<file path="src/pixel_mapper_defs.svh">
// sizes, fixed colors and register map offsets of the tank game pixel mapper
`ifndef PIXEL_MAPPER_DEFS_SVH
`define PIXEL_MAPPER_DEFS_SVH

// register bank depths
`define PM_NUM_PALETTE      8
`define PM_NUM_BULLETS      8
`define PM_NUM_WALLS        8

// geometry in pixels
`define PM_WALL_SIZE        32
`define PM_BULLET_RADIUS    4

`define PM_BULLET_RGB       24'hff5500  // orange

// byte offsets on the APB side
`define PM_ADDR_PALETTE     8'h00
`define PM_ADDR_BULLET      8'h20
`define PM_ADDR_WALL        8'h40
`define PM_ADDR_BG          8'h60
`define PM_ADDR_WALLCOL     8'h64

`endif

</file>
<file path="src/pixel_mapper_pkg.sv">
// shared vector types and layer select encoding for the pixel mapper
package pixel_mapper_pkg;

    typedef logic [9:0]  coord_t;     // screen x or y
    typedef logic [11:0] rgb444_t;    // palette half word
    typedef logic [23:0] rgb888_t;
    typedef logic [31:0] reg_word_t;
    typedef logic [7:0]  apb_addr_t;
    typedef logic [15:0] char_t;      // text cell code
    typedef logic [7:0]  font_row_t;

    // winning layer for one pixel, highest priority first
    typedef enum logic [2:0] {
        layer_blank,
        layer_text,
        layer_bullet,
        layer_wall,
        layer_bg
    } layer_t;

endpackage

</file>
<file path="src/pixel_mapper_if.sv">
// register state and stage-one layer result bundles of the pixel mapper
`timescale 1ns/1ps
`include "pixel_mapper_defs.svh"

interface regs_if;
    pixel_mapper_pkg::reg_word_t palette [`PM_NUM_PALETTE];
    pixel_mapper_pkg::reg_word_t bullets [`PM_NUM_BULLETS];  // valid, x, y
    pixel_mapper_pkg::reg_word_t walls   [`PM_NUM_WALLS];
    pixel_mapper_pkg::rgb888_t   bg_color;
    pixel_mapper_pkg::rgb888_t   wall_color;

    modport owner (
        output palette,
        output bullets,
        output walls,
        output bg_color,
        output wall_color
    );

    modport user (
        input palette,
        input bullets,
        input walls,
        input bg_color,
        input wall_color
    );
endinterface

interface layer_if;
    logic                      text_on;
    pixel_mapper_pkg::rgb888_t text_color;
    logic                      bullet_on;
    logic                      wall_on;

    // one producer per hit block
    modport text_src   (output text_on, output text_color);
    modport bullet_src (output bullet_on);
    modport wall_src   (output wall_on);

    modport sink (
        input text_on,
        input text_color,
        input bullet_on,
        input wall_on
    );
endinterface

</file>
<file path="src/wall_hit.sv">
// square hit test of the current pixel against every valid wall block
`timescale 1ns/1ps
`include "pixel_mapper_defs.svh"

module wall_hit (
    input  logic                     pixel_clk,
    input  logic                     rst_n,
    input  pixel_mapper_pkg::coord_t draw_x,
    input  pixel_mapper_pkg::coord_t draw_y,
    regs_if.user                     regs,
    layer_if.wall_src                layer
);
    localparam logic [10:0] side = 11'(`PM_WALL_SIZE);

    logic [10:0] x0 [`PM_NUM_WALLS];
    logic [10:0] y0 [`PM_NUM_WALLS];
    logic [`PM_NUM_WALLS-1:0] in_x;
    logic [`PM_NUM_WALLS-1:0] in_y;
    logic [`PM_NUM_WALLS-1:0] hit;

    always_comb begin
        for (int i = 0; i < `PM_NUM_WALLS; i++) begin
            x0[i] = {1'b0, regs.walls[i][10:1]};  // top left corner
            y0[i] = {1'b0, regs.walls[i][20:11]};
            // extra bit so a wall near the edge does not wrap
            in_x[i] = ({1'b0, draw_x} >= x0[i]) && ({1'b0, draw_x} < x0[i] + side);
            in_y[i] = ({1'b0, draw_y} >= y0[i]) && ({1'b0, draw_y} < y0[i] + side);
            hit[i]  = regs.walls[i][0] && in_x[i] && in_y[i];
        end
    end

    always_ff @(posedge pixel_clk) begin
        if (!rst_n) begin
            layer.wall_on <= 1'b0;
        end else begin
            layer.wall_on <= |hit;
        end
    end

endmodule

</file>
<file path="src/flat_wrapper.sv">
// flat-port wrapper written by rule: the top's interface ports become plain ports
module wall_hit_flat 
  (pixel_clk, rst_n, draw_x, draw_y, regs_palette, regs_bullets, regs_walls, regs_bg_color, regs_wall_color, layer_wall_on);
  regs_if regs_i ();
  layer_if layer_i ();
  input  logic pixel_clk;
  input  logic rst_n;
  input  pixel_mapper_pkg::coord_t draw_x;
  input  pixel_mapper_pkg::coord_t draw_y;
  input wire logic [$bits(regs_i.palette)-1:0] regs_palette;
  input wire logic [$bits(regs_i.bullets)-1:0] regs_bullets;
  input wire logic [$bits(regs_i.walls)-1:0] regs_walls;
  input wire logic [$bits(regs_i.bg_color)-1:0] regs_bg_color;
  input wire logic [$bits(regs_i.wall_color)-1:0] regs_wall_color;
  output wire logic [$bits(layer_i.wall_on)-1:0] layer_wall_on;
  assign regs_i.palette = {>>{regs_palette}};
  assign regs_i.bullets = {>>{regs_bullets}};
  assign regs_i.walls = {>>{regs_walls}};
  assign regs_i.bg_color = regs_bg_color;
  assign regs_i.wall_color = regs_wall_color;
  assign layer_wall_on = layer_i.wall_on;
  wall_hit u_core (.pixel_clk(pixel_clk), .rst_n(rst_n), .draw_x(draw_x), .draw_y(draw_y), .regs(regs_i), .layer(layer_i));
endmodule
</file>
<file path="config.mk">
export PLATFORM = sky130hd
export DESIGN_NAME = wall_hit_flat
export DESIGN_NICKNAME = d
export VERILOG_FILES = /design/src/pixel_mapper_pkg.sv /design/src/pixel_mapper_if.sv /design/src/wall_hit.sv /design/src/flat_wrapper.sv
export VERILOG_INCLUDE_DIRS = /design/src
export SDC_FILE = /design/constraint.sdc
export NUM_CORES = 1
export LEC_CHECK = 0
export BUFFER_PORTS_ARGS = -buffer_cell sky130_fd_sc_hd__buf_4
export CAP_MARGIN = 20
export CORE_AREA = 2 2 327 329
export CTS_CLUSTER_DIAMETER = 100
export DETAILED_ROUTE_END_ITERATION = 10
export DIE_AREA = 0 0 329 331
export GPL_TIMING_DRIVEN = 0
export PLACE_DENSITY = 0.3
export SETUP_SLACK_MARGIN = 0.5
export SYNTH_ARGS = -nofsm -noshare
export SYNTH_HDL_FRONTEND = slang
export SYNTH_SLANG_ARGS = --single-unit
</file>
<file path="constraint.sdc">
create_clock -name pixel_clk -period 3.11 [get_ports pixel_clk]
set_input_delay 0.7775 -clock pixel_clk [delete_from_list [all_inputs] [get_ports pixel_clk]]
set_output_delay 0.7775 -clock pixel_clk [all_outputs]
set_load 0.1 [all_outputs]
</file>
* Word-level counts from Yosys, hierarchy flattened *
Index checks and enable logic that the tools add are counted.
Widths: inputs -> output; s select.

cells by class
  add/sub/neg operators = 16
  multipliers = 0
  div/mod/pow operators = 0
  $lt $le $gt $ge = 32
  eq/ne operators = 0
  shift-type cells = 0
  muxes and demuxes = 0
  bitwise gates (word level) = 0
  reductions and logical operators = 33

operators with widths
  operator               count
  $add 10x6->11 const B  16
  $lt 10x11->1           16
  $ge 10x10->1           16
  $logic_and 1x1->1      32
  $reduce_or 8->1        1

storage, ports and cells
  register bits after elaboration = 1
  latch bits = 0
  RAM bits = 0
  bits in read-only memories = 0
  input port bits = 838
  output and inout bits = 1
  memories kept = 0

* Depth between registers and ports, before layout *
  word-level depth = 6
  depth in mapped cells = 12

* Worst setup path before layout *
No wires, ideal clock.

  kind = input -> register
  from = input port regs_walls[211]
  to = register u_core.layer.wall_on
  setup time = 0.127 ns
  arrival = 2.433 ns
  required time = 2.983 ns
  setup slack = 0.550 ns
  cell stages on the path = 10
  buffers on the path = 0
  cell sequence = inv_1 > ha_1 > a211oi_1 > nand2_1 > a2111oi_1 > nand2_1 > nand4_1 > and4b_1 > nor4_1 > a31oi_1

on the way
  word-level cells in the longest chain between the ends = 5
  elaborated cells between the ends (all ways) = 6
  those cells by class = add/sub (1); order compare (2); reduce/logical (3)

ends and longest elaborated chain
  element                RTL line               source
  start, declared        flat_wrapper.sv:12     input wire logic [$bits(regs_i.walls)-1:0] regs_walls;
  $add 10x6->11          wall_hit.sv:27         in_y[i] = ({1'b0, draw_y} >= y0[i]) && ({1'b0, draw_y} < y0[i] + side);
  $lt 10x11->1           wall_hit.sv:27
  $logic_and 1x1->1 (*)  wall_hit.sv:27
  $logic_and 1x1->1 (*)  wall_hit.sv:28         hit[i] = regs.walls[i][0] && in_x[i] && in_y[i];
  $reduce_or 8->1 (*)    wall_hit.sv:36         layer.wall_on <= |hit;
  end signal, assigned   wall_hit.sv:36
  end, declared          pixel_mapper_if.sv:38  modport wall_src (output wall_on);

Mark *: on every way between the ends. The rest lies on a longest branch, timed or not.
A chain may end at the register's enable or synchronous reset.

* Final worst setup path *
  from = input port regs_walls[115]
  to = register u_core.layer.wall_on

Same word-level chain as after synthesis.

==> flow_summary.yaml <==
timing:
  rsz0062_at_grt: "yes"
  worst_slew_pin_slew_ns: 0.655
  fin_tns_setup_ns: 0
  max-slew-margin-rel_pct: 56.3
  drv_slew: 0
  timing.fmax_mhz: 335
  min_period_ns: 2.99
  fin_crit_sh_pct: 96.1
  hold_violations: 0
  setup_viol: 0
yosys:
  yosysTopAreaCell: "ha_1"
  synth_common_cells: "256 x ha_1, 158 x inv_1, 73 x a21oi_1"
  synthCells: 941
  yosysSeqAreaShare_pct: 0.287
  synth_area_leaders: "ha_1 46%, inv_1 8.5%, xnor2_1 6.0%"
  synth_edf_count: 0
  ys.flop_type: "dfxtp_1"
  syn_area_um2: 6980
  synth_top_area_share_pct: 45.9
  ys_async_sr_fraction_pct: 0
  ys_types: 56
  synth_fp_nets: 2035
  syn_avg_cell_area_um2: 7.42
  synth-seq-cells: 1
  yosys.cell_count.top_type: "ha_1"
  ys_warn_count: 0
setup_path:
  max_stage_delay_ns: 0.34
  start_kind: "primary input"
  path_cells: "buf_4 > clkinvlp_4 > nor2_4 > nand2_1 > xnor2_1 > ha_1 > a21oi_2 > a21oi_1 > a211oi_2 > o21ai_4 > nor4bb_4 > nor4_4 > a31oi_1"
  critPathSlowestCell: "nor4bb_4"
  critPathTopFamily: "compound AO/OA/AOI/OAI gates"
  cp.buffers_inverters: 2
  cp-end-kind: "flip-flop"
  critical_path_arrival_ns: 2.91
  path_class: "primary input to flip-flop"
  cp.required_ns: 3.03
  crit_fanout: 3
die:
  die_height_um: 331
  rows: 119
  die_area_um2: 109000
  initial_utilization_pct: 6.65
  ioPinCount: 839
  die_w_um: 329
  core_um2: 105000
place:
  gp_congestion: 0.776
  placed_cells: 2524
  io_buffers: 190
  hpwl_mm: 31.6
finish:
  top_regs: "u_core.layer.wall_on: 1 flops"
  seqCellArea_um2: 20.0
  instances_no_fill: 2537
  area_delta_synth_final_pct: 55.7
  multi_input_area_um2: 6830
  largest_reg_flops: 1
  final_nets: 2241
  drive_gt1_share_pct: 25.1
  fillers: 12200
  regMostFlops: "u_core.layer.wall_on"
detailed_routing:
  drc: 0
  postRouteAntennaNets: 0
  viasPerCell: 2.95
  wl_mm: 36.6
  wire_per_inst_um: 14.4
  vias: 7484
  initialDrtViolationCount: 164
  first_pass_iters: 4
hold_path:
  hp-start: "rst_n"
  hold_depth: 3
  hp-class: "primary input to flip-flop"
  hold_path_end: "u_core.layer.wall_on$_SDFF_PN0_"
clock_network:
  clkSlewWorstSetupHoldPaths_ns: 0
global_routing:
  antenna_found_initial: 8
  overflow: 0
  grt_usage_pct: 6.43
  grt_max_degree: 17
  grt_pass1_wl_mm: 51.6
  grt_pass1_vias: 7881
job:
  cap_violations: 0
pwr:
  power_density_nw_per_um2: 141
  p_leak_nw: 4.95
  vdd_ir_drop_max_mv: 0.0865
status:
  status: "complete, no violations"
through the flow:
step	worst slack (ns)	hold slack (ns)	util (%)	power, W	area (µm²)
after floorplan	0.550	0.887	-	0.000774	6980
after global routing	-0.0419	1.04	10.3	0.00174	10900
final	0.123	1.01	10.4	0.00153	10900
after CTS	-0.0152	1.02	10.1	0.00151	10600
after detailed placement	-1.07	1.02	9.69	0.00141	10200
after global placement	-2.07	1.02	9.67	0.00139	10100
layout make-up:
type,count,area share [%]
Antenna cell,1,0.0230
Sequential cell,1,0.184
Tap cell,1391,16.0
Inverter,172,6.04
Timing Repair Buffer,204,14.9
Multi-Input combinational cell,768,62.8
layer usage:
metal	vias up	track usage (%)	part of all wire, %
met2	166	11.2	47
li1	3823	-	-
met1	3459	8.28	46
met3	26	1.51	5.6
met5	-	0	0.19
met4	10	0.625	1.3
cells in the final DEF, fill, tap and decap left out, drive strengths merged, types with 6 or more instances in the layout:
cell type  Yosys  routed
nor3          25      25
nand2         47      47
nand3         50      50
a211oi        14      14
o2111ai        9       9
nor2          31      31
o31ai          6       6
nand4         11      11
nor2b         16      16
buf            0     204
nor4           9       9
ha           256     256
a21oi         74      74
inv          170     168
xnor2         48      48
o211ai         7       7
a31oi         21      21
o21ai         55      55
o21a           9       9
nand2b        16      16
a21o          23      23
where the power goes:
part           leakage (nW)  switching [W]     internal (W)
clock            0.00000634              0  0.0000000000430
combinational          4.95       0.000834         0.000682
sequential          0.00816    0.000000380        0.0000147
total                  4.95       0.000834         0.000697
what timing repair did:
action,in CTS,in global routing
resized for setup,59,48
pin swaps,16,25
hold buffers,0,0
setup endpoints to repair,1,1
buffers inserted,7,5
cell families after synthesis:
group	after synthesis	synth area share [%]
adders and majority gates	256	45.9
DFF	1	0.287
buffers and inverters	172	9.25
xor gates and xnor gates	48	6.02
and+or+nand+nor	220	16.3
AOI/OAI and AO/OA	244	22.2
worst max path at each step:
stage	start	endpoint	slack, ns	cells past startpoint
floorplan	regs_walls[211]	u_core.layer.wall_on$_SDFF_PN0_	0.55	10
global placement	draw_y[8]	u_core.layer.wall_on$_SDFF_PN0_	-2.07	9
detailed placement	draw_y[0]	u_core.layer.wall_on$_SDFF_PN0_	-1.07	11
CTS	draw_y[0]	u_core.layer.wall_on$_SDFF_PN0_	-0.02	12
global route	regs_walls[115]	u_core.layer.wall_on$_SDFF_PN0_	-0.04	13
finish	regs_walls[115]	u_core.layer.wall_on$_SDFF_PN0_	0.12	13
(Power assumes the default switching activity.)
