[src/pixel_mapper_defs.svh]
// sizes, fixed colors and register map offsets of the tank game pixel mapper
`ifndef PIXEL_MAPPER_DEFS_SVH
`define PIXEL_MAPPER_DEFS_SVH

// register bank depths
`define PM_NUM_PALETTE      8
`define PM_NUM_BULLETS      8
`define PM_NUM_WALLS        8

// geometry in pixels
`define PM_WALL_SIZE        32
`define PM_BULLET_RADIUS    4

`define PM_BULLET_RGB       24'hff5500  // orange

// byte offsets on the APB side
`define PM_ADDR_PALETTE     8'h00
`define PM_ADDR_BULLET      8'h20
`define PM_ADDR_WALL        8'h40
`define PM_ADDR_BG          8'h60
`define PM_ADDR_WALLCOL     8'h64

`endif

[src/pixel_mapper_pkg.sv]
// shared vector types and layer select encoding for the pixel mapper
package pixel_mapper_pkg;

    typedef logic [9:0]  coord_t;     // screen x or y
    typedef logic [11:0] rgb444_t;    // palette half word
    typedef logic [23:0] rgb888_t;
    typedef logic [31:0] reg_word_t;
    typedef logic [7:0]  apb_addr_t;
    typedef logic [15:0] char_t;      // text cell code
    typedef logic [7:0]  font_row_t;

    // winning layer for one pixel, highest priority first
    typedef enum logic [2:0] {
        layer_blank,
        layer_text,
        layer_bullet,
        layer_wall,
        layer_bg
    } layer_t;

endpackage

[src/pixel_mapper_if.sv]
// register state and stage-one layer result bundles of the pixel mapper
`timescale 1ns/1ps
`include "pixel_mapper_defs.svh"

interface regs_if;
    pixel_mapper_pkg::reg_word_t palette [`PM_NUM_PALETTE];
    pixel_mapper_pkg::reg_word_t bullets [`PM_NUM_BULLETS];  // valid, x, y
    pixel_mapper_pkg::reg_word_t walls   [`PM_NUM_WALLS];
    pixel_mapper_pkg::rgb888_t   bg_color;
    pixel_mapper_pkg::rgb888_t   wall_color;

    modport owner (
        output palette,
        output bullets,
        output walls,
        output bg_color,
        output wall_color
    );

    modport user (
        input palette,
        input bullets,
        input walls,
        input bg_color,
        input wall_color
    );
endinterface

interface layer_if;
    logic                      text_on;
    pixel_mapper_pkg::rgb888_t text_color;
    logic                      bullet_on;
    logic                      wall_on;

    // one producer per hit block
    modport text_src   (output text_on, output text_color);
    modport bullet_src (output bullet_on);
    modport wall_src   (output wall_on);

    modport sink (
        input text_on,
        input text_color,
        input bullet_on,
        input wall_on
    );
endinterface

[src/bullet_hit.sv]
// circle hit test of the current pixel against every valid bullet
`timescale 1ns/1ps
`include "pixel_mapper_defs.svh"

module bullet_hit (
    input  logic                     pixel_clk,
    input  logic                     rst_n,
    input  pixel_mapper_pkg::coord_t draw_x,
    input  pixel_mapper_pkg::coord_t draw_y,
    regs_if.user                     regs,
    layer_if.bullet_src              layer
);
    localparam logic [22:0] radius_sq = 23'(`PM_BULLET_RADIUS * `PM_BULLET_RADIUS);

    logic signed [10:0] dx    [`PM_NUM_BULLETS];
    logic signed [10:0] dy    [`PM_NUM_BULLETS];
    logic signed [21:0] sq_x  [`PM_NUM_BULLETS];
    logic signed [21:0] sq_y  [`PM_NUM_BULLETS];
    logic [22:0]        dist2 [`PM_NUM_BULLETS];
    logic [`PM_NUM_BULLETS-1:0] hit;

    always_comb begin
        for (int i = 0; i < `PM_NUM_BULLETS; i++) begin
            // zero-extend then subtract, keeps the sign of the offset
            dx[i]    = $signed({1'b0, draw_x}) - $signed({1'b0, regs.bullets[i][10:1]});
            dy[i]    = $signed({1'b0, draw_y}) - $signed({1'b0, regs.bullets[i][20:11]});
            sq_x[i]  = dx[i] * dx[i];
            sq_y[i]  = dy[i] * dy[i];
            dist2[i] = {1'b0, sq_x[i]} + {1'b0, sq_y[i]};
            hit[i]   = regs.bullets[i][0] && (dist2[i] <= radius_sq);  // valid only
        end
    end

    always_ff @(posedge pixel_clk) begin
        if (!rst_n) begin
            layer.bullet_on <= 1'b0;
        end else begin
            layer.bullet_on <= |hit;
        end
    end

endmodule

[src/flat_wrapper.sv]
// flat-port wrapper written by rule: the top's interface ports become plain ports
module bullet_hit_flat 
  (pixel_clk, rst_n, draw_x, draw_y, regs_palette, regs_bullets, regs_walls, regs_bg_color, regs_wall_color, layer_bullet_on);
  regs_if regs_i ();
  layer_if layer_i ();
  input  logic pixel_clk;
  input  logic rst_n;
  input  pixel_mapper_pkg::coord_t draw_x;
  input  pixel_mapper_pkg::coord_t draw_y;
  input wire logic [$bits(regs_i.palette)-1:0] regs_palette;
  input wire logic [$bits(regs_i.bullets)-1:0] regs_bullets;
  input wire logic [$bits(regs_i.walls)-1:0] regs_walls;
  input wire logic [$bits(regs_i.bg_color)-1:0] regs_bg_color;
  input wire logic [$bits(regs_i.wall_color)-1:0] regs_wall_color;
  output wire logic [$bits(layer_i.bullet_on)-1:0] layer_bullet_on;
  assign regs_i.palette = {>>{regs_palette}};
  assign regs_i.bullets = {>>{regs_bullets}};
  assign regs_i.walls = {>>{regs_walls}};
  assign regs_i.bg_color = regs_bg_color;
  assign regs_i.wall_color = regs_wall_color;
  assign layer_bullet_on = layer_i.bullet_on;
  bullet_hit u_core (.pixel_clk(pixel_clk), .rst_n(rst_n), .draw_x(draw_x), .draw_y(draw_y), .regs(regs_i), .layer(layer_i));
endmodule
[config.mk]
export PLATFORM = sky130hd
export DESIGN_NAME = bullet_hit_flat
export DESIGN_NICKNAME = d
export VERILOG_FILES = /design/src/pixel_mapper_pkg.sv /design/src/pixel_mapper_if.sv /design/src/bullet_hit.sv /design/src/flat_wrapper.sv
export VERILOG_INCLUDE_DIRS = /design/src
export SDC_FILE = /design/constraint.sdc
export NUM_CORES = 2
export LEC_CHECK = 0
export BUFFER_PORTS_ARGS = -buffer_cell sky130_fd_sc_hd__buf_2
export CAP_MARGIN = 20
export CORE_AREA = 8 8 529 531
export CTS_BUF_LIST = sky130_fd_sc_hd__clkbuf_8 sky130_fd_sc_hd__clkbuf_16
export CTS_CLUSTER_SIZE = 28
export DETAILED_ROUTE_END_ITERATION = 8
export DIE_AREA = 0 0 537 539
export PLACE_DENSITY = 0.58
export SLEW_MARGIN = 10
export SYNTH_ARGS = -nofsm -noshare
export SYNTH_HDL_FRONTEND = slang
export SYNTH_SLANG_ARGS = --single-unit
[constraint.sdc]
create_clock -name pixel_clk -period 13.5 [get_ports pixel_clk]
set_input_delay 0.675 -clock pixel_clk [delete_from_list [all_inputs] [get_ports pixel_clk]]
set_output_delay 0.675 -clock pixel_clk [all_outputs]
set_load 0.01 [all_outputs]
Word level (Yosys, flattened, before mapping)
Index checks and enable logic that the tools add are counted.

storage, ports and cells
  bits in registers = 1
  bits of input ports = 838
  output and inout bits = 1
  logic and storage cells = 58

cells by class
  add/subtract/negate cells = 24
  multiply operators = 16
  $lt $le $gt $ge = 8
  reductions and logical operators = 9

operators by type and width
  cell                                                                                number
  11-bit by 11-bit multiplier with 22-bit output                                      16
  22-bit by 22-bit adder with 23-bit output                                           8
  23-bit by 5-bit less-or-equal comparator with 1-bit output (second input constant)  8
  10-bit by 10-bit subtractor with 11-bit output                                      16
  1-bit logical AND                                                                   8
  8-bit OR reduction                                                                  1

Logic depth before layout (Yosys ltp)
  depth after elaboration = 6
  mapped depth = 47
  depth with buffers taken out = 45

Worst setup path after synthesis
Ideal clock, no wire load.

  kind = input to register
  from = in draw_x[0]
  to = reg u_core.layer.bullet_on
  setup time = 77 ps
  arrival time = 9370 ps
  required time = 13423 ps
  setup slack = 4053 ps
  cell stages on the path = 41
  path buffers = 1
  path through = inv_1 > ha_1 > fa_1 > nor2b_1 > o21ai_0 > a21boi_0 > o21ai_0 > a21boi_0 > o21ai_0 > a21boi_0 > o21ai_0 > nand2b_1 > clkinv_1 > nand2_1 > inv_1 > fa_1 > inv_1 > fa_1 > [5 not listed] > or2_2 > a21oi_1 > nor3_1 > or3_1 > a21oi_1 > xnor2_1 > ha_1 > clkbuf_1 > nor2_1 > a2111oi_0 > o2111ai_1 > nor4_1 > nand3_1 > a311oi_1 > nand4_1 > a2111oi_1 > a41oi_1 > a41oi_2

between the ends
  longest elaborated chain between the ends = 6
  elaborated cells between the ends (all ways) = 41
  classes of those cells = add/sub (16); mul (8); order compare (8); reduce/logical (9)

ends and longest elaborated chain
  element                                                     RTL line               RTL
  start, declared                                             flat_wrapper.sv:8      input pixel_mapper_pkg::coord_t draw_x;
  10-bit by 10-bit subtractor with 11-bit output              bullet_hit.sv:25       dx[i] = $signed({1'b0, draw_x}) - $signed({1'b0, regs.bullets[i][10:1]});
  11-bit by 11-bit multiplier with 22-bit output              bullet_hit.sv:27       sq_x[i] = dx[i] * dx[i];
  22-bit by 22-bit adder with 23-bit output                   bullet_hit.sv:29       dist2[i] = {1'b0, sq_x[i]} + {1'b0, sq_y[i]};
  23-bit by 5-bit less-or-equal comparator with 1-bit output  bullet_hit.sv:30       hit[i] = regs.bullets[i][0] && (dist2[i] <= radius_sq);
  1-bit logical AND                                           bullet_hit.sv:30
  8-bit OR reduction *                                        bullet_hit.sv:38       layer.bullet_on <= |hit;
  end signal, assigned                                        bullet_hit.sv:38
  end, declared                                               pixel_mapper_if.sv:37  modport bullet_src (output bullet_on);

Every way passes the cells marked *; elsewhere a longest branch is shown, timed or not.
A chain may end at the register's enable or synchronous reset.

Final worst setup path
  from = in draw_y[0]
  to = reg u_core.layer.bullet_on

between the ends
  longest elaborated chain between the ends = 6
  elaborated cells between the ends (all ways) = 41
  classes of those cells = add/sub (16); mul (8); order compare (8); reduce/logical (9)

ends and longest elaborated chain
  element                                                     RTL line           RTL
  start, declared                                             flat_wrapper.sv:9  input pixel_mapper_pkg::coord_t draw_y;
  10-bit by 10-bit subtractor with 11-bit output              bullet_hit.sv:26   dy[i] = $signed({1'b0, draw_y}) - $signed({1'b0, regs.bullets[i][20:11]});
  11-bit by 11-bit multiplier with 22-bit output              bullet_hit.sv:28   sq_y[i] = dy[i] * dy[i];
  22-bit by 22-bit adder with 23-bit output                   bullet_hit.sv:29
  23-bit by 5-bit less-or-equal comparator with 1-bit output  bullet_hit.sv:30
  1-bit logical AND                                           bullet_hit.sv:30
  8-bit OR reduction *                                        bullet_hit.sv:38

Marked as above.

==> results.py <==
metrics = {
    "routing": {
        "drt_iter0_drc": 3118,
        "first_pass_iters": 5,
        "ant_nets": 0,
        "drc": 0,
        "wirelength_um": 202000,
        "routedWlPerCell_um": 15.0,
        "vias": 60900,
        "vias_per_cell": 4.51,
    },
    "yosys": {
        "synth_cells": 9772,
        "synth_ff_type": "dfxtp_1",
        "syn_area_per_cell_sq_um": 8.28,
        "ys_ff_latch": 1,
        "synth_seq_area_share_pct": 0.0248,
        "synth_edf_count": 0,
        "netlist_area_sq_um": 80900,
        "ys_async_sr_fraction_pct": 0,
        "ys_warn_count": 0,
        "synth_cell_type_count": 102,
        "syn_nets": 13300,
    },
    "timing": {
        "max_freq_ghz": 0.0804,
        "timing.slew.headroom_pct": 31.6,
        "finalSetupTns_ns": 0,
        "slew_viol_final": 0,
        "worstMarginPinSlew_ns": 1.02,
        "hold_viol": 0,
        "finalSetupViolCount": 0,
        "fin_crit_ns": 12.43,
        "period_share_pct": 92.1,
        "rsz0062_at_grt": "false",
    },
    "die": {
        "design.core.area_sq_um": 272000,
        "pin_count": 839,
        "die_area_sq_um": 289000,
        "rows": 192,
        "die_h_um": 539,
        "start_util_pct": 29.7,
        "dieWidth_um": 537,
    },
    "setup_path": {
        "crit_required_ns": 13.35,
        "cp_slowest_cell": "fa_1",
        "slowest_delay_ns": 0.49,
        "critPathBufInv": 7,
        "critPathCaptureType": "flip-flop",
        "crit_path_start_kind": "primary input",
        "crit_fanout": 12,
        "crit_family": "compound AO/OA/AOI/OAI gates",
        "crit_top_cell": "o21ai_0",
        "arrival_ns": 12.28,
        "path_class": "primary input to flip-flop",
    },
    "run": {
        "max-cap-violations": 0,
    },
    "clock_tree": {
        "post-cts-setup-buffers": 0,
        "post_cts_resized": 0,
        "clk_pin_slew_ns": 0,
        "ctsHoldBuffers": 0,
    },
    "outcome": {
        "status": "finished clean",
    },
    "global_route": {
        "grt_pass1_wl_um": 331000,
        "grt_pass1_vias": 63500,
        "gr-usage-all-layers_pct": 14.1,
        "grt_max_degree": 16,
        "grt.overflow.total": 0,
        "antenna_found_initial": 37,
    },
    "layout": {
        "final_common_cell": "inv_1",
        "nNetsFinal": 13500,
        "final_cell_mix": "2,905 x inv_1, 1,672 x fa_1, 1,056 x ha_1",
        "area_growth_syn_to_layout_pct": 6.67,
        "drive_gt1_share_pct": 3.63,
        "top_regs": "u_core.layer.bullet_on x1",
        "top_register": "u_core.layer.bullet_on",
        "largest_reg_flops": 1,
    },
    "place": {
        "gp_congestion": 0.858,
        "hpwl_um": 180000,
        "port_buffers": 190,
    },
    "hold_path": {
        "hold_path.class": "flip-flop to output pin",
    },
}
-- area by class of cell --
class | count | area, sq um
Antenna cell | 26 | 65.1
Fill cell | 29200 | 186000
Inverter | 2954 | 11100
Multi-Input combinational cell | 6691 | 69300
Sequential cell | 1 | 20.0
Tap cell | 3589 | 4490
Timing Repair Buffer | 242 | 1340
-- path summary, 6_finish.rpt --
| path | startpoint | to | slack (ns) | depth (start not counted) |
|---|---|---|---|---|
| setup / recovery | draw_y[0] | u_core.layer.bullet_on | 1.07 | 46 |
| hold / removal | u_core.layer.bullet_on | layer_bullet_on | 1.07 | 1 |
-- cell usage after synthesis (13+ instances only) --
cell type	number	area, sq um
a21boi_0	86	646
o22ai_1	18	113
o21ai_1	33	165
nor2_1	864	3240
xor2_1	95	832
nor3b_1	28	210
clkinv_1	29	109
or3_1	25	156
nand3b_1	14	105
nand2_1	757	2840
a31oi_1	39	244
xnor2_1	409	3580
ha_1	1056	13200
a211oi_1	28	210
a211o_1	13	114
nand4_1	25	156
mux2i_1	34	340
inv_1	2909	10900
nor4_1	13	81.3
inv_2	16	60.1
o21bai_1	58	435
and2_1	14	87.6
nand2b_1	96	601
a21boi_1	26	195
nor2b_1	103	644
nand3_1	94	470
o21a_1	76	571
fa_1	1672	33500
a21o_1	101	758
a41oi_1	13	114
a21oi_1	294	1470
a2111oi_0	15	131
o31ai_1	15	113
nor3_1	82	410
o211ai_1	22	165
buf_2	20	100
o21ai_0	223	1120
or2_2	55	344
o2111ai_1	25	219
o31a_1	14	123
clkbuf_1	102	383
-- metal layers --
| metal | global-route usage, % | up-vias | wire length (um) | share of wire (%) |
|---|---|---|---|---|
| met5 | 0 | - | 110 | 0.054 |
| met3 | 1.48 | 179 | 9760 | 4.8 |
| met4 | 4.47 | 16 | 7740 | 3.8 |
| li1 | - | 29800 | - | - |
| met2 | 24.0 | 1080 | 95900 | 47 |
| met1 | 18.8 | 29800 | 88900 | 44 |
-- per-stage QoR --
stage	instance area, sq um	cells	setup WS [ns]	hold WS, ns	utilization, %
5_1_grt	86200	13500	0.164	1.08	31.7
2_1_floorplan	80900	9772	4.05	0.799	-
6_report	86300	13500	1.07	1.07	31.7
3_5_place_dp	86200	13500	0.974	1.07	31.7
3_3_place_gp	86200	13500	1.10	1.07	31.7
4_1_cts	86200	13500	0.922	1.07	31.7
-- logic make-up after synthesis --
logic type | after synthesis | synth area share, %
fa+ha+maj | 2728 | 57.7
mux | 43 | 0.546
xor+xnor | 506 | 5.50
simple gates | 2213 | 12.0
buf+inv | 3080 | 14.3
flops | 1 | 0.0248
compound gates | 1201 | 9.86
