### config.mk
export PLATFORM = sky130hd
export DESIGN_NAME = layer_compositor_flat
export DESIGN_NICKNAME = d
export VERILOG_FILES = /design/src/pixel_mapper_pkg.sv /design/src/pixel_mapper_if.sv /design/src/layer_compositor.sv /design/src/flat_wrapper.sv
export VERILOG_INCLUDE_DIRS = /design/src
export SDC_FILE = /design/constraint.sdc
export NUM_CORES = 1
export LEC_CHECK = 0
export BUFFER_PORTS_ARGS = -buffer_cell sky130_fd_sc_hd__buf_2
export CAP_MARGIN = 25
export CORE_AREA = 2 2 335 337
export DETAILED_ROUTE_END_ITERATION = 10
export DIE_AREA = 0 0 337 339
export RECOVER_POWER = 100
export REMOVE_ABC_BUFFERS = 1
export SLEW_MARGIN = 0
export SYNTH_ARGS = -nofsm -noshare
export SYNTH_HDL_FRONTEND = slang
export SYNTH_SLANG_ARGS = --single-unit
### constraint.sdc
create_clock -name pixel_clk -period 0.8 [get_ports pixel_clk]
set_input_delay 0.04 -clock pixel_clk [delete_from_list [all_inputs] [get_ports pixel_clk]]
set_output_delay 0.04 -clock pixel_clk [all_outputs]
set_load 0.1 [all_outputs]
### src/pixel_mapper_defs.svh
// sizes, fixed colors and register map offsets of the tank game pixel mapper
`ifndef PIXEL_MAPPER_DEFS_SVH
`define PIXEL_MAPPER_DEFS_SVH

// register bank depths
`define PM_NUM_PALETTE      8
`define PM_NUM_BULLETS      8
`define PM_NUM_WALLS        8

// geometry in pixels
`define PM_WALL_SIZE        32
`define PM_BULLET_RADIUS    4

`define PM_BULLET_RGB       24'hff5500  // orange

// byte offsets on the APB side
`define PM_ADDR_PALETTE     8'h00
`define PM_ADDR_BULLET      8'h20
`define PM_ADDR_WALL        8'h40
`define PM_ADDR_BG          8'h60
`define PM_ADDR_WALLCOL     8'h64

`endif

### src/pixel_mapper_pkg.sv
// shared vector types and layer select encoding for the pixel mapper
package pixel_mapper_pkg;

    typedef logic [9:0]  coord_t;     // screen x or y
    typedef logic [11:0] rgb444_t;    // palette half word
    typedef logic [23:0] rgb888_t;
    typedef logic [31:0] reg_word_t;
    typedef logic [7:0]  apb_addr_t;
    typedef logic [15:0] char_t;      // text cell code
    typedef logic [7:0]  font_row_t;

    // winning layer for one pixel, highest priority first
    typedef enum logic [2:0] {
        layer_blank,
        layer_text,
        layer_bullet,
        layer_wall,
        layer_bg
    } layer_t;

endpackage

### src/pixel_mapper_if.sv
// register state and stage-one layer result bundles of the pixel mapper
`timescale 1ns/1ps
`include "pixel_mapper_defs.svh"

interface regs_if;
    pixel_mapper_pkg::reg_word_t palette [`PM_NUM_PALETTE];
    pixel_mapper_pkg::reg_word_t bullets [`PM_NUM_BULLETS];  // valid, x, y
    pixel_mapper_pkg::reg_word_t walls   [`PM_NUM_WALLS];
    pixel_mapper_pkg::rgb888_t   bg_color;
    pixel_mapper_pkg::rgb888_t   wall_color;

    modport owner (
        output palette,
        output bullets,
        output walls,
        output bg_color,
        output wall_color
    );

    modport user (
        input palette,
        input bullets,
        input walls,
        input bg_color,
        input wall_color
    );
endinterface

interface layer_if;
    logic                      text_on;
    pixel_mapper_pkg::rgb888_t text_color;
    logic                      bullet_on;
    logic                      wall_on;

    // one producer per hit block
    modport text_src   (output text_on, output text_color);
    modport bullet_src (output bullet_on);
    modport wall_src   (output wall_on);

    modport sink (
        input text_on,
        input text_color,
        input bullet_on,
        input wall_on
    );
endinterface

### src/layer_compositor.sv
// priority select of the winning layer and registered RGB output
`timescale 1ns/1ps
`include "pixel_mapper_defs.svh"

module layer_compositor (
    input  logic        pixel_clk,
    input  logic        rst_n,
    input  logic        blank,
    output logic [7:0]  red,
    output logic [7:0]  green,
    output logic [7:0]  blue,
    regs_if.user        regs,
    layer_if.sink       layer
);
    logic                      blank_d;  // aligned with stage one results
    pixel_mapper_pkg::layer_t  sel;
    pixel_mapper_pkg::rgb888_t rgb_next;

    always_ff @(posedge pixel_clk) begin
        if (!rst_n) begin
            blank_d <= 1'b0;
        end else begin
            blank_d <= blank;
        end
    end

    always_comb begin
        if (!blank_d) sel = pixel_mapper_pkg::layer_blank;  // low is off screen
        else if (layer.text_on) sel = pixel_mapper_pkg::layer_text;
        else if (layer.bullet_on) sel = pixel_mapper_pkg::layer_bullet;
        else if (layer.wall_on) sel = pixel_mapper_pkg::layer_wall;
        else sel = pixel_mapper_pkg::layer_bg;
    end

    always_comb begin
        case (sel)
            pixel_mapper_pkg::layer_text:   rgb_next = layer.text_color;
            pixel_mapper_pkg::layer_bullet: rgb_next = `PM_BULLET_RGB;
            pixel_mapper_pkg::layer_wall:   rgb_next = regs.wall_color;
            pixel_mapper_pkg::layer_bg:     rgb_next = regs.bg_color;
            default:                        rgb_next = '0;
        endcase
    end

    always_ff @(posedge pixel_clk) begin
        if (!rst_n) begin
            red   <= 8'h00;
            green <= 8'h00;
            blue  <= 8'h00;
        end else begin
            red   <= rgb_next[23:16];
            green <= rgb_next[15:8];
            blue  <= rgb_next[7:0];
        end
    end

    // an off-screen pixel leaves the pipeline black two cycles later
    a_blank_black: assert property (
        @(posedge pixel_clk) disable iff (!rst_n)
        !blank |=> ##1 ((red == 8'h00) && (green == 8'h00) && (blue == 8'h00))
    );

endmodule

### src/flat_wrapper.sv
// flat-port wrapper written by rule: the top's interface ports become plain ports
module layer_compositor_flat 
  (pixel_clk, rst_n, blank, red, green, blue, regs_palette, regs_bullets, regs_walls, regs_bg_color, regs_wall_color, layer_text_on, layer_text_color, layer_bullet_on, layer_wall_on);
  regs_if regs_i ();
  layer_if layer_i ();
  input  logic pixel_clk;
  input  logic rst_n;
  input  logic blank;
  output logic [7:0] red;
  output logic [7:0] green;
  output logic [7:0] blue;
  input wire logic [$bits(regs_i.palette)-1:0] regs_palette;
  input wire logic [$bits(regs_i.bullets)-1:0] regs_bullets;
  input wire logic [$bits(regs_i.walls)-1:0] regs_walls;
  input wire logic [$bits(regs_i.bg_color)-1:0] regs_bg_color;
  input wire logic [$bits(regs_i.wall_color)-1:0] regs_wall_color;
  input wire logic [$bits(layer_i.text_on)-1:0] layer_text_on;
  input wire logic [$bits(layer_i.text_color)-1:0] layer_text_color;
  input wire logic [$bits(layer_i.bullet_on)-1:0] layer_bullet_on;
  input wire logic [$bits(layer_i.wall_on)-1:0] layer_wall_on;
  assign regs_i.palette = {>>{regs_palette}};
  assign regs_i.bullets = {>>{regs_bullets}};
  assign regs_i.walls = {>>{regs_walls}};
  assign regs_i.bg_color = regs_bg_color;
  assign regs_i.wall_color = regs_wall_color;
  assign layer_i.text_on = layer_text_on;
  assign layer_i.text_color = layer_text_color;
  assign layer_i.bullet_on = layer_bullet_on;
  assign layer_i.wall_on = layer_wall_on;
  layer_compositor u_core (.pixel_clk(pixel_clk), .rst_n(rst_n), .blank(blank), .red(red), .green(green), .blue(blue), .regs(regs_i), .layer(layer_i));
endmodule
# After elaboration in Yosys (flattened, before gate mapping)
# Index checks and enable logic that the tools add are counted.
# word_totals
ff_bits	25
latchBits	0
ramBits	0
mem_bits_ro	0
input_bits	846
output_inout_bits	24
mem_count	0
# classes
add_sub_neg	0
multipliers	0
div_mod_pow	0
order_cmp	0
n_eq_ne	4
shift	0
mux	5
bitwise_logic	0
reduce_logical	0
# op_table
op	n
case mux 24 bit (4 select lines)	1
2-to-1 mux 3 bit	4
== test 3 x 2 -> 1 bit, second input constant	2
== test 3 x 1 -> 1 bit, second input constant	1
== test 3 bit, second input constant	1

# Depth between registers and ports, before layout
# logic_depth
depth_word	6
depth_mapped	4
mapped_depth_nobuf	2

# Least setup slack after synthesis
# Ideal clock, no wire load.
# synth_path
path_type	register -> output
start	register u_core.blue[0]
end	output port blue[0]
t_arrival_ps	909
setup_slack_ps	-149
path_stages_with_launch	1
path_buffers	0
cell_sequence	dfxtp_1
# synth_rtl
item	line_no	text
start, declared	layer_compositor.sv:11	output logic [7:0] blue,
start signal, assigned	layer_compositor.sv:53	blue <= rgb_next[7:0];
end, declared	flat_wrapper.sv:11	output logic [7:0] blue;
# No word-level cell between the ends.

# Worst setup path in the final report
# layout_path
start	register u_core.red[3]
end	output port red[3]
# layout_rtl
item	line_no	text
start, declared	layer_compositor.sv:9	output logic [7:0] red,
start signal, assigned	layer_compositor.sv:51	red <= rgb_next[23:16];
end, declared	flat_wrapper.sv:9	output logic [7:0] red;
# No word-level cell between the ends.

==> qor.tcl <==
set qor(ys_top_cells_by_area) {sky130_fd_sc_hd__dfxtp_1 43%, sky130_fd_sc_hd__mux2i_1 21%, sky130_fd_sc_hd__a221oi_2 14%}
set qor(post_synth.cell_area_avg_um2) 11.9
set qor(routed_wl_mm) 12.2
set qor(dp.cells) 1685
set qor(finalCritPeriodShare_pct) 114
set qor(detail-route-antenna-nets) 0
set qor(drv_slew) 0
set qor(die_area_um2) 114000
set qor(timing.reg2reg.worst_path_depth) 3
set qor(dp_hpwl_mm) 10.9
set qor(synth_cell_types) 15
set qor(cpPeakStageDelay_ns) 0.35
set qor(grt_pass1_vias) 1422
set qor(detail_route.vias_per_cell) 0.802
set qor(tritoncts_clock_tree) {done}
set qor(worstPathCellList) {buf_12}
set qor(worst-slew-pin-transition_ns) 0.387
set qor(wl_per_cell_um) 7.10
set qor(critical_path.n_buffers_inverters) 1
set qor(syn2layout_area_growth_pct) 276
set qor(grt_setup_unrepaired) {yes}
set qor(crit_type) {register to output pin}
set qor(grtUsageTotal_pct) 2.15
set qor(place.gp.congestion) 0.603
set qor(crit-reg2reg-launch) {u_core.blank_d$_SDFF_PN0_}
set qor(min_path_cells) 3
set qor(clk_pin_slew_ns) 0.10
set qor(failed_checks) {negative setup slack}
set qor(worstHoldPathType) {primary input to register}
set qor(finish.cell_count_without_fillers) 1722
set qor(grt_start_max_net_pins) 16
set qor(synth_cells) 98
set qor(io_pins) 870
set qor(rows) 122
set qor(io_buffer_count) 101
set qor(final_hold_viol_count) 0
set qor(rr_endpoint) {u_core.blue[1]$_SDFF_PN0_}
set qor(worst_slack_ns) -0.116
set qor(peakVddDrop_mv) 0.514
set qor(endpoint_kind_of_the_worst_setup_timing_path) {output pin}
set qor(run_status) {complete, but fails checks}
set qor(via_count) 1381
set qor(grt_pass1_wl_mm) 14.6
set qor(ys.warnings.count) 0
set qor(timing.hold.worst.start) {regs_bg_color[3]}
set qor(p_leak_nw) 1.22
set qor(post-route-drc-count) 0
set qor(floorplan.initialDensity_pct) 1.05
set qor(fin_total_pwr_mw) 3.85
set qor(worstPathMaxFanout) 1
set qor(core_um2) 110000
set qor(setup_viol) 48
set qor(cpMaxStageDelayCell) {sky130_fd_sc_hd__dfxtp_2}
set qor(die_height_um) 339
set qor(numCtsBuffers) 3
set qor(max-cap-violations) 0
set qor(cp_data_arrival_time_ns) 0.88
set qor(ys_ff_latch) 25
set qor(grt_total_ovfl) 0
set qor(crit_family) {flip-flops}
set qor(worst_ep_required_time_ns) 0.76
set qor(clock_sink_count) 25
set qor(dpl-instance-area_um2) 3930
set qor(insertion_delay_ns) 0.31
set qor(post_route_cells_drive_above_1_share_pct) 68.7
set qor(final.setup_skew_ns) 0.0232
set qor(synth_area_um2) 1160
set qor(synth_area_leader_cell) {sky130_fd_sc_hd__dfxtp_1}
set qor(total_of_fill_cells_in_the_finished_design) 13100
set qor(setup_slack_of_the_most_critical_reg_to_reg_path_ns) -0.10
set qor(max_freq_mhz) 1090
set qor(slew_headroom_pct) 73.5
set qor(die_x_um) 337
set qor(powerDensity_nw_per_um2) 881
set qor(layout_common_cells) {77 x sky130_fd_sc_hd__buf_2, 29 x sky130_fd_sc_hd__buf_12, 26 x sky130_fd_sc_hd__dlygate4sd3_1, 25 x sky130_fd_sc_hd__dfxtp_2, 24 x sky130_fd_sc_hd__mux2i_1}
set qor(period_minus_slack_ns) 0.916
set qor(clock_tree.buffer_depth) 2
set qor(grt_antenna_before_repair) 22
set qor(drt_pre_antenna_iters) 4
set qor(design.final.nets) 1074
set qor(yosysTopAreaCellShare_pct) 43.1
set qor(detailedRoute.firstIterationViolations) 28
set qor(startpoint_type) {register}
set qor(htree_num_levels) 1
set qor(clock_root_buffer_master) {sky130_fd_sc_hd__clkbuf_16}
set qor(leading_cell_type_in_the_layout_fill_and_taps_excluded) {sky130_fd_sc_hd__buf_2}
set qor(endpoint_of_the_worst_hold_path) {u_core.blue[3]$_SDFF_PN0_}
set qor(setup.worst_path.start) {u_core.red[3]$_SDFF_PN0_}
set qor(synth_seq_area_share_pct) 43.1
set qor(stdcell_area_um2) 4370
==> sequential cells by signal (all words and copies together), names as in the netlist <==
name,count
u_core.blue,8
u_core.blank_d,1
u_core.green,8
u_core.red,8
==> how the worst max path moves through the flow <==
stage	to	slack, ns	cells after the start
3_3_place_gp	u_core.green[0]$_SDFF_PN0_	-0.36	4
4_1_cts	red[3]	-0.15	1
2_1_floorplan	u_core.red[5]$_SDFF_PN0_	-0.26	2
3_5_place_dp	u_core.green[0]$_SDFF_PN0_	-0.37	4
6_report	red[3]	-0.12	1
5_1_grt	red[3]	-0.15	1
==> what timing repair did <==
action	4_1_cts	5_1_grt
hold endpoints to repair	25	0
setup buffers	0	0
hold buffers	26	0
resized for setup	30	5
endpoints found under the setup margin	48	48
pin swaps	0	1
==> layout make-up <==
class                   instances  area [um2]  share of cell area (%)
flip-flops and latches         25         532                    12.2
clock buffers                   3        75.1                    1.72
multi-input cells              53         598                    13.7
clock inverters                 1        7.51                   0.172
repair buffers                133        1240                    28.3
inverters                      12        45.0                    1.03
diodes                          7        17.5                   0.400
well taps                    1488        1860                    42.6
==> power breakdown <==
group,leakage [nW],internal (mW),switching [mW]
Sequential,0.215,1.29,0.0331
Combinational,0.968,0.503,0.596
Clock,0.0372,0.690,0.737
Total,1.22,2.49,1.37
==> routing by layer <==
metal | vias up | wire length, um | GRT usage (%)
met5 | - | 132 | 0
met4 | 22 | 85 | 0.223
met2 | 120 | 2580 | 1.68
met1 | 582 | 5560 | 2.90
li1 | 629 | - | -
met3 | 28 | 3870 | 3.02
==> stage by stage <==
stage	setup TNS [ns]	setup slack (ns)	hold WS (ns)	util (%)
floorplan	-7.17	-0.261	0.129	-
detailed placement	-3.46	-0.366	0.251	3.56
CTS	-3.78	-0.147	0.00743	3.92
finish	-3.25	-0.116	0.0177	3.96
global route	-5.12	-0.154	0.0120	3.95
global placement	-3.30	-0.358	0.245	3.56
==> cell usage after synthesis <==
| cell | count |
|---|---|
| sky130_fd_sc_hd__mux2i_1 | 24 |
| sky130_fd_sc_hd__a221oi_2 | 11 |
| sky130_fd_sc_hd__buf_12 | 1 |
| sky130_fd_sc_hd__inv_1 | 12 |
| sky130_fd_sc_hd__buf_6 | 1 |
| sky130_fd_sc_hd__and2_1 | 1 |
| sky130_fd_sc_hd__and3_1 | 1 |
| sky130_fd_sc_hd__a221oi_1 | 1 |
| sky130_fd_sc_hd__buf_2 | 4 |
| sky130_fd_sc_hd__dfxtp_1 | 25 |
| sky130_fd_sc_hd__nand2_1 | 1 |
| sky130_fd_sc_hd__o2bb2ai_1 | 12 |
| sky130_fd_sc_hd__nand4bb_1 | 1 |
| sky130_fd_sc_hd__nor2_1 | 1 |
| sky130_fd_sc_hd__buf_4 | 2 |
==> cells by family (layout without fill, tap and decap cells) <==
group / after synthesis / in the layout / synth area share (%)
AOI/OAI and AO/OA: 24 / 24 / 24.0
muxes: 24 / 24 / 20.7
buffers and inverters: 20 / 149 / 9.58
and+or+nand+nor: 5 / 5 / 2.69
other: 0 / 7 / 0
DFF: 25 / 25 / 43.1
(Power assumes the default switching activity.)
