`src/pixel_mapper_defs.svh`:
```
// sizes, fixed colors and register map offsets of the tank game pixel mapper
`ifndef PIXEL_MAPPER_DEFS_SVH
`define PIXEL_MAPPER_DEFS_SVH

// register bank depths
`define PM_NUM_PALETTE      8
`define PM_NUM_BULLETS      8
`define PM_NUM_WALLS        8

// geometry in pixels
`define PM_WALL_SIZE        32
`define PM_BULLET_RADIUS    4

`define PM_BULLET_RGB       24'hff5500  // orange

// byte offsets on the APB side
`define PM_ADDR_PALETTE     8'h00
`define PM_ADDR_BULLET      8'h20
`define PM_ADDR_WALL        8'h40
`define PM_ADDR_BG          8'h60
`define PM_ADDR_WALLCOL     8'h64

`endif

```
`src/pixel_mapper_pkg.sv`:
```
// shared vector types and layer select encoding for the pixel mapper
package pixel_mapper_pkg;

    typedef logic [9:0]  coord_t;     // screen x or y
    typedef logic [11:0] rgb444_t;    // palette half word
    typedef logic [23:0] rgb888_t;
    typedef logic [31:0] reg_word_t;
    typedef logic [7:0]  apb_addr_t;
    typedef logic [15:0] char_t;      // text cell code
    typedef logic [7:0]  font_row_t;

    // winning layer for one pixel, highest priority first
    typedef enum logic [2:0] {
        layer_blank,
        layer_text,
        layer_bullet,
        layer_wall,
        layer_bg
    } layer_t;

endpackage

```
`src/pixel_mapper_if.sv`:
```
// register state and stage-one layer result bundles of the pixel mapper
`timescale 1ns/1ps
`include "pixel_mapper_defs.svh"

interface regs_if;
    pixel_mapper_pkg::reg_word_t palette [`PM_NUM_PALETTE];
    pixel_mapper_pkg::reg_word_t bullets [`PM_NUM_BULLETS];  // valid, x, y
    pixel_mapper_pkg::reg_word_t walls   [`PM_NUM_WALLS];
    pixel_mapper_pkg::rgb888_t   bg_color;
    pixel_mapper_pkg::rgb888_t   wall_color;

    modport owner (
        output palette,
        output bullets,
        output walls,
        output bg_color,
        output wall_color
    );

    modport user (
        input palette,
        input bullets,
        input walls,
        input bg_color,
        input wall_color
    );
endinterface

interface layer_if;
    logic                      text_on;
    pixel_mapper_pkg::rgb888_t text_color;
    logic                      bullet_on;
    logic                      wall_on;

    // one producer per hit block
    modport text_src   (output text_on, output text_color);
    modport bullet_src (output bullet_on);
    modport wall_src   (output wall_on);

    modport sink (
        input text_on,
        input text_color,
        input bullet_on,
        input wall_on
    );
endinterface

```
`src/text_layer.sv`:
```
// text cell font bit pick and palette color lookup
`timescale 1ns/1ps

module text_layer (
    input  logic                        pixel_clk,
    input  logic                        rst_n,
    input  pixel_mapper_pkg::coord_t    draw_x,
    input  pixel_mapper_pkg::char_t     char_code,
    input  pixel_mapper_pkg::font_row_t font_row,
    regs_if.user                        regs,
    layer_if.text_src                   layer
);
    logic                        fg;
    logic [2:0]                  pal_idx;
    logic                        pal_half;
    pixel_mapper_pkg::reg_word_t pal_word;
    pixel_mapper_pkg::rgb444_t   c444;
    pixel_mapper_pkg::rgb888_t   c888;

    // leftmost pixel of the cell is font bit 7, bit 15 inverts the cell
    assign fg = font_row[3'd7 - draw_x[2:0]] ^ char_code[15];

    assign pal_idx  = fg ? char_code[7:5] : char_code[3:1];
    assign pal_half = fg ? char_code[4] : char_code[0];
    assign pal_word = regs.palette[pal_idx];
    assign c444     = pal_half ? pal_word[27:16] : pal_word[11:0];

    // 4 to 8 bits by repeating each nibble
    assign c888 = {c444[11:8], c444[11:8],
                   c444[7:4],  c444[7:4],
                   c444[3:0],  c444[3:0]};

    always_ff @(posedge pixel_clk) begin
        if (!rst_n) begin
            layer.text_on <= 1'b0;
        end else begin
            layer.text_on <= |char_code;  // code 0 means no text here
        end
    end

    always_ff @(posedge pixel_clk) begin
        layer.text_color <= c888;
    end

endmodule

```
`src/flat_wrapper.sv`:
```
// flat-port wrapper written by rule: the top's interface ports become plain ports
module text_layer_flat 
  (pixel_clk, rst_n, draw_x, char_code, font_row, regs_palette, regs_bullets, regs_walls, regs_bg_color, regs_wall_color, layer_text_on, layer_text_color);
  regs_if regs_i ();
  layer_if layer_i ();
  input  logic pixel_clk;
  input  logic rst_n;
  input  pixel_mapper_pkg::coord_t draw_x;
  input  pixel_mapper_pkg::char_t char_code;
  input  pixel_mapper_pkg::font_row_t font_row;
  input wire logic [$bits(regs_i.palette)-1:0] regs_palette;
  input wire logic [$bits(regs_i.bullets)-1:0] regs_bullets;
  input wire logic [$bits(regs_i.walls)-1:0] regs_walls;
  input wire logic [$bits(regs_i.bg_color)-1:0] regs_bg_color;
  input wire logic [$bits(regs_i.wall_color)-1:0] regs_wall_color;
  output wire logic [$bits(layer_i.text_on)-1:0] layer_text_on;
  output wire logic [$bits(layer_i.text_color)-1:0] layer_text_color;
  assign regs_i.palette = {>>{regs_palette}};
  assign regs_i.bullets = {>>{regs_bullets}};
  assign regs_i.walls = {>>{regs_walls}};
  assign regs_i.bg_color = regs_bg_color;
  assign regs_i.wall_color = regs_wall_color;
  assign layer_text_on = layer_i.text_on;
  assign layer_text_color = layer_i.text_color;
  text_layer u_core (.pixel_clk(pixel_clk), .rst_n(rst_n), .draw_x(draw_x), .char_code(char_code), .font_row(font_row), .regs(regs_i), .layer(layer_i));
endmodule
```
`config.mk`:
```
export PLATFORM = sky130hd
export DESIGN_NAME = text_layer_flat
export DESIGN_NICKNAME = d
export VERILOG_FILES = /design/src/pixel_mapper_pkg.sv /design/src/pixel_mapper_if.sv /design/src/text_layer.sv /design/src/flat_wrapper.sv
export VERILOG_INCLUDE_DIRS = /design/src
export SDC_FILE = /design/constraint.sdc
export NUM_CORES = 1
export LEC_CHECK = 0
export ABC_AREA = 1
export BUFFER_PORTS_ARGS = -buffer_cell sky130_fd_sc_hd__buf_4
export CORE_AREA = 5 5 340 342
export CTS_CLUSTER_DIAMETER = 60
export DETAILED_ROUTE_END_ITERATION = 7
export DIE_AREA = 0 0 345 347
export PLACE_DENSITY = 0.3
export SYNTH_ARGS = -nofsm -noshare
export SYNTH_HDL_FRONTEND = slang
export SYNTH_SLANG_ARGS = --single-unit
```
`constraint.sdc`:
```
create_clock -name pixel_clk -period 3.8 [get_ports pixel_clk]
set_input_delay 0.19 -clock pixel_clk [delete_from_list [all_inputs] [get_ports pixel_clk]]
set_output_delay 0.19 -clock pixel_clk [all_outputs]
set_load 0.01 [all_outputs]
```
# Word level (Yosys, flattened, before mapping)

Cells that the tools add are included.

Flip-flop bits (word level): 25
Input port bits: 852
Output and inout port bits: 25
Logic and storage cells: 16

Add/subtract/negate cells: 1
Order comparisons: 2
Multiplexer cells: 8
Bitwise logic cells: 2
Reductions and logical operators: 1

Operator list:

| operator                                           | number |
|---|---|
| binary-select mux 32 bit (select 3 bit)            | 1 |
| two-way mux 28 bit                                 | 2 |
| OR reduction 16 bit                                | 1 |
| two-way mux 12 bit                                 | 1 |
| >= comparator 4 bit, second input constant         | 1 |
| < comparator 3 x 4 -> 1 bit, second input constant | 1 |
| inverter 3 -> 4 bit                                | 1 |
| binary-select mux 1 bit (select 3 bit)             | 1 |
| two-way mux 3 bit                                  | 1 |
| subtractor 3 bit, first input constant             | 1 |
| two-way mux 1 bit                                  | 2 |
| bitwise XOR 1 bit                                  | 1 |

# Logic depth before layout (Yosys ltp)

Depth after elaboration: 10
Depth in mapped cells: 15
Depth with buffers taken out: 13

# Least setup slack after synthesis

OpenSTA, ideal clock, no wires.

Path type: input -> register
Start: input draw_x[0]
End: register u_core.layer.text_color[12]
Library setup time: 0.113 ns
Arrival time: 1.423 ns
Required time: 3.687 ns
Slack: 2.264 ns
Stages: 14
Path buffers: 2
Path through: inv_2 > nand2_1 > nand3_1 > nand3_2 > nand3_1 > nand3_2 > nand2_2 > buf_6 > buf_6 > nand2_1 > nand3_1 > nand3_1 > nand3_1 > nand2_1

Cells in the longest elaborated chain, start to end: 10
Elaborated cells on any way between the ends: 11
Those cells by class: 1 x add/sub; 8 x mux; 2 x bitwise

RTL lines:

| element                                               | line                  | text |
|---|---|---|
| start, declared                                       | flat_wrapper.sv:8     | `input pixel_mapper_pkg::coord_t draw_x;` |
| subtractor 3 bit *                                    | text_layer.sv:21      | `assign fg = font_row[3'd7 - draw_x[2:0]] ^ char_code[15];` |
| binary-select mux 1 bit (select 3 bit) *              | text_layer.sv:21      |  |
| two-way mux 1 bit (implied by the code) *             | text_layer.sv:21      |  |
| bitwise XOR 1 bit *                                   | text_layer.sv:21      |  |
| two-way mux 3 bit                                     | text_layer.sv:23      | `assign pal_idx = fg ? char_code[7:5] : char_code[3:1];` |
| inverter 3 -> 4 bit (implied by the code)             | text_layer.sv:25      | `assign pal_word = regs.palette[pal_idx];` |
| binary-select mux 32 bit (select 3 bit)               | text_layer.sv:25      |  |
| two-way mux 28 bit (implied by the code) (2 in a row) | text_layer.sv:25      |  |
| two-way mux 12 bit *                                  | text_layer.sv:26      | `assign c444 = pal_half ? pal_word[27:16] : pal_word[11:0];` |
| named net u_core.c444[4]                              | text_layer.sv:17      | `pixel_mapper_pkg::rgb444_t c444;` |
| end signal, assigned                                  | text_layer.sv:42      | `layer.text_color <= c888;` |
| end, declared                                         | pixel_mapper_if.sv:36 | `modport text_src (output text_on, output text_color);` |

Mark *: on every way through the listed nets, which the timed path passes. The rest lies on a longest branch. The select of a mux whose other input is x is not followed.
A chain may end at the register's enable or synchronous reset.

# Worst setup path in the final report

Start: input draw_x[0]
End: register u_core.layer.text_color[15]

The elaborated chain is that of the path after synthesis.

==> impl_metrics.csv <==
group,metric,value,unit
cells_and_area,mostFrequentLayoutCells,"sky130_fd_sc_hd__buf_4 (254), sky130_fd_sc_hd__inv_1 (196), sky130_fd_sc_hd__nand2_1 (192)",
cells_and_area,mostFrequentLayoutCell,"sky130_fd_sc_hd__buf_4",
clock_network,cts-resized-gates,0,
global_route,globalRouteTotalUtil,0.0451,
yosys,synth_area_per_cell,4.81,um2
flow_run,drv.max_cap_violation_count,0,
clock_network,clock-root-buffer,"sky130_fd_sc_hd__clkbuf_16",
sta,setup_viol,0,
cells_and_area,design_area,6910,um2
global_route,grt_start_max_net_pins,55,
sta,finalCritPeriodShare,0.645,
yosys,synthXorXnorAreaFrac,0,
floorplan,starting_density,0.0288,
yosys,synth_top_cells_by_area,"sky130_fd_sc_hd__nand3_1 (29%), sky130_fd_sc_hd__inv_1 (23%), sky130_fd_sc_hd__nand2_1 (22%)",
yosys,netlist.area_leader.share,0.287,
worst_hold_path,hp-class,"in -> reg",
yosys,yosysWarningCount,0,
routing,wl_met3,3240,um
global_route,grt_antenna_before_repair,6,
status,status,"finished, final reports clean",
power,peakVddDrop,0.168,mV
yosys,synth-seq-area-share,0.0807,
routing,wl_met1,14800,um
setup_path,critical_path_slowest_stage_cell,"sky130_fd_sc_hd__nand3_1",
routing,postRouteWirelength,27900,um
sta,period_needed,2.45,ns
placed_design,port_buffers,245,
sta,final-hold-violation-count,0,
sta,slew_headroom,0.506,
global_route,via_count_of_the_first_global_routing_pass,4908,
worst_hold_path,whs_path_depth,3,
setup_path,path_cells,"buf_4 > inv_2 > nand2_1 > nand3_1 > nand3_2 > nand3_2 > nand2_2 > nand2_1 > o21ai_4 > inv_2 > nand3_1 > nand3_1 > nand2_1",
sta,worst_slack,1.35,ns
yosys,synth-adder-area-share,0,
cells_and_area,layout-area-overhead-vs-synth,114,%
routing,antenna_left,0,
clock_network,cts_sinks,13,
clock_network,cts_tree,"built",
yosys,main_combinational_cell_family_by_area_after_synthesis,"simple AND/OR/NAND/NOR gates",
routing,drt_drc_violations_left,0,
setup_path,timing.critical_path.max_delay_family,"simple AND/OR/NAND/NOR gates",
yosys,largest_area_contributor_in_the_synthesized_netlist,"sky130_fd_sc_hd__nand3_1",
sta,final.setup.tns,0,ns
sta,timing_worst_slew_pin_value,0.739,ns
setup_path,worstSetupPathType,"in -> reg",
setup_path,cp-end-kind,"register",
clock_network,cts-root-to-sink-buffers,2,
cells_and_area,nFillCells,13600,
sta,max_freq,408,MHz
cells_and_area,final_layout_size_suffix_gt1_frac,0.316,
routing,routed-wl-met2,9630,um
placed_design,postPlaceCellArea,6820,um2
yosys,synth-simple-area-share,0.581,
setup_path,critical_path.n_buffers_inverters,3,
worst_hold_path,holdCritStartpoint,"rst_n",
routing,drt_first_pass_iters,4,
routing,initialDrtViolationCount,146,
setup_path,critical_path_arrival,2.65,ns
routing,top_layer,"met5",
routing,avgRoutedWirePerCell,11.7,um
power,power.density_cell_area,225,nW/um2
cells_and_area,final_net_count,1739,
power,total_leakage_power,3.36,nW
routing,viasPerCell,1.94,
clock_network,clkSlewWorstSetupHoldPaths,0.10,ns
floorplan,pin_count,877,
yosys,synth.net_count,1523,
yosys,post_synth_mux_area_share,0,
sta,timing_max_transition_violations_final,0,
setup_path,cpPeakStageDelay,0.71,ns
yosys,compound_cell_area_share_of_the_yosys_netlist,0.0120,
placed_design,routabilityCongestion,0.729,
clock_network,post_cts_buffers,0,
clock_network,cts-hold-fix-buffers,0,
yosys,ys_types,19,
yosys,mappedNetlistArea,3230,um2
global_route,global_route.overflow_total,0,
placed_design,placement.setup.worst_slack,1.02,ns
yosys,yosys_register_bits,13,
floorplan,die_x,345,um
global_route,grt_first_pass_wirelength,38100,um
setup_path,critPathLaunchType,"primary input",
setup_path,worstPathMaxFanout,24,
worst_hold_path,hold_end,"u_core.layer.text_on",
clock_network,cts_htree_levels,1,
floorplan,die_height,347,um
yosys,netlist_instances,671,
clock_network,cts_made_buffers,3,
placed_design,placed_wire_length_estimate,23800,um
floorplan,floorplan.rows,123,
routing,detailroute.via_count,4633,
floorplan,die_area,120000,um2
floorplan,floorplan.core_area,112000,um2
sta,setup_repair_after_global_routing_missed_its_margin,"no",
setup_path,req_time_crit_path,4.00,ns
power breakdown:
| part | leakage [nW] | internal [mW] | switching (mW) |
|---|---|---|---|
| logic | 3.21 | 0.424 | 0.640 |
| clock network | 0.0409 | 0.143 | 0.128 |
| registers | 0.110 | 0.175 | 0.0450 |
| total | 3.36 | 0.743 | 0.813 |
worst max-delay path by stage:
stage | startpoint | slack (ns) | to | depth (start not counted)
floorplan | draw_x[0] | 2.26 | u_core.layer.text_color[12] | 14
global placement | draw_x[0] | 1.03 | u_core.layer.text_color[5] | 14
detailed placement | draw_x[0] | 1.02 | u_core.layer.text_color[5] | 14
CTS | draw_x[0] | 1.31 | u_core.layer.text_color[13] | 15
global route | draw_x[0] | 1.12 | u_core.layer.text_color[5] | 14
finish | draw_x[0] | 1.35 | u_core.layer.text_color[15] | 13
registers in the layout, indices dropped and copies added (netlist names):
signal                   flops
u_core.layer.text_color     12
u_core.layer.text_on         1
metrics by stage:
step | utilization | hold WS [ns] | instances | power (mW)
global placement | 0.0609 | 0.429 | 2382 | 1.34
floorplan | - | 0.303 | 671 | 0.721
global route | 0.0616 | 0.126 | 2386 | 1.70
finish | 0.0617 | 0.105 | 2390 | 1.56
detailed placement | 0.0609 | 0.433 | 2382 | 1.34
CTS | 0.0616 | 0.113 | 2386 | 1.62
final cells by class:
cell class                 instances  area [um2]  share of cell area
timing repair buffer             258        1990               0.287
multi-input combinational        412        1950               0.282
tap                             1500        1880               0.272
inverter                         199         747               0.108
sequential                        13         260              0.0377
clock buffer                       3        75.1              0.0109
antenna                            4        10.0             0.00145
clock inverter                     1        5.00            0.000724
kinds of logic after synthesis:
family / Yosys count
buffers and inverters: 246
and+or+nand+nor: 407
DFF: 13
AOI/OAI and AO/OA: 5
per-layer routing:
layer,track usage,vias to the layer above
li1,-,2428
met1,0.0677,1948
met2,0.0575,242
met3,0.0231,11
met4,0.00503,4
met5,0,-
cell usage after synthesis:
library cell	number
sky130_fd_sc_hd__nand2_1	192
sky130_fd_sc_hd__inv_2	2
sky130_fd_sc_hd__inv_1	196
sky130_fd_sc_hd__dfxtp_1	13
sky130_fd_sc_hd__o21ai_2	2
sky130_fd_sc_hd__buf_2	24
sky130_fd_sc_hd__buf_4	16
sky130_fd_sc_hd__nor4_1	4
sky130_fd_sc_hd__o21ai_1	1
sky130_fd_sc_hd__nand3_1	185
sky130_fd_sc_hd__nand2_2	6
sky130_fd_sc_hd__or2_1	1
sky130_fd_sc_hd__a41oi_1	1
sky130_fd_sc_hd__nand3b_1	12
sky130_fd_sc_hd__clkinv_1	1
sky130_fd_sc_hd__buf_6	5
sky130_fd_sc_hd__clkbuf_1	2
sky130_fd_sc_hd__nand3_2	7
sky130_fd_sc_hd__o21a_1	1
Note: power is estimated with default switching activity, not from simulation.
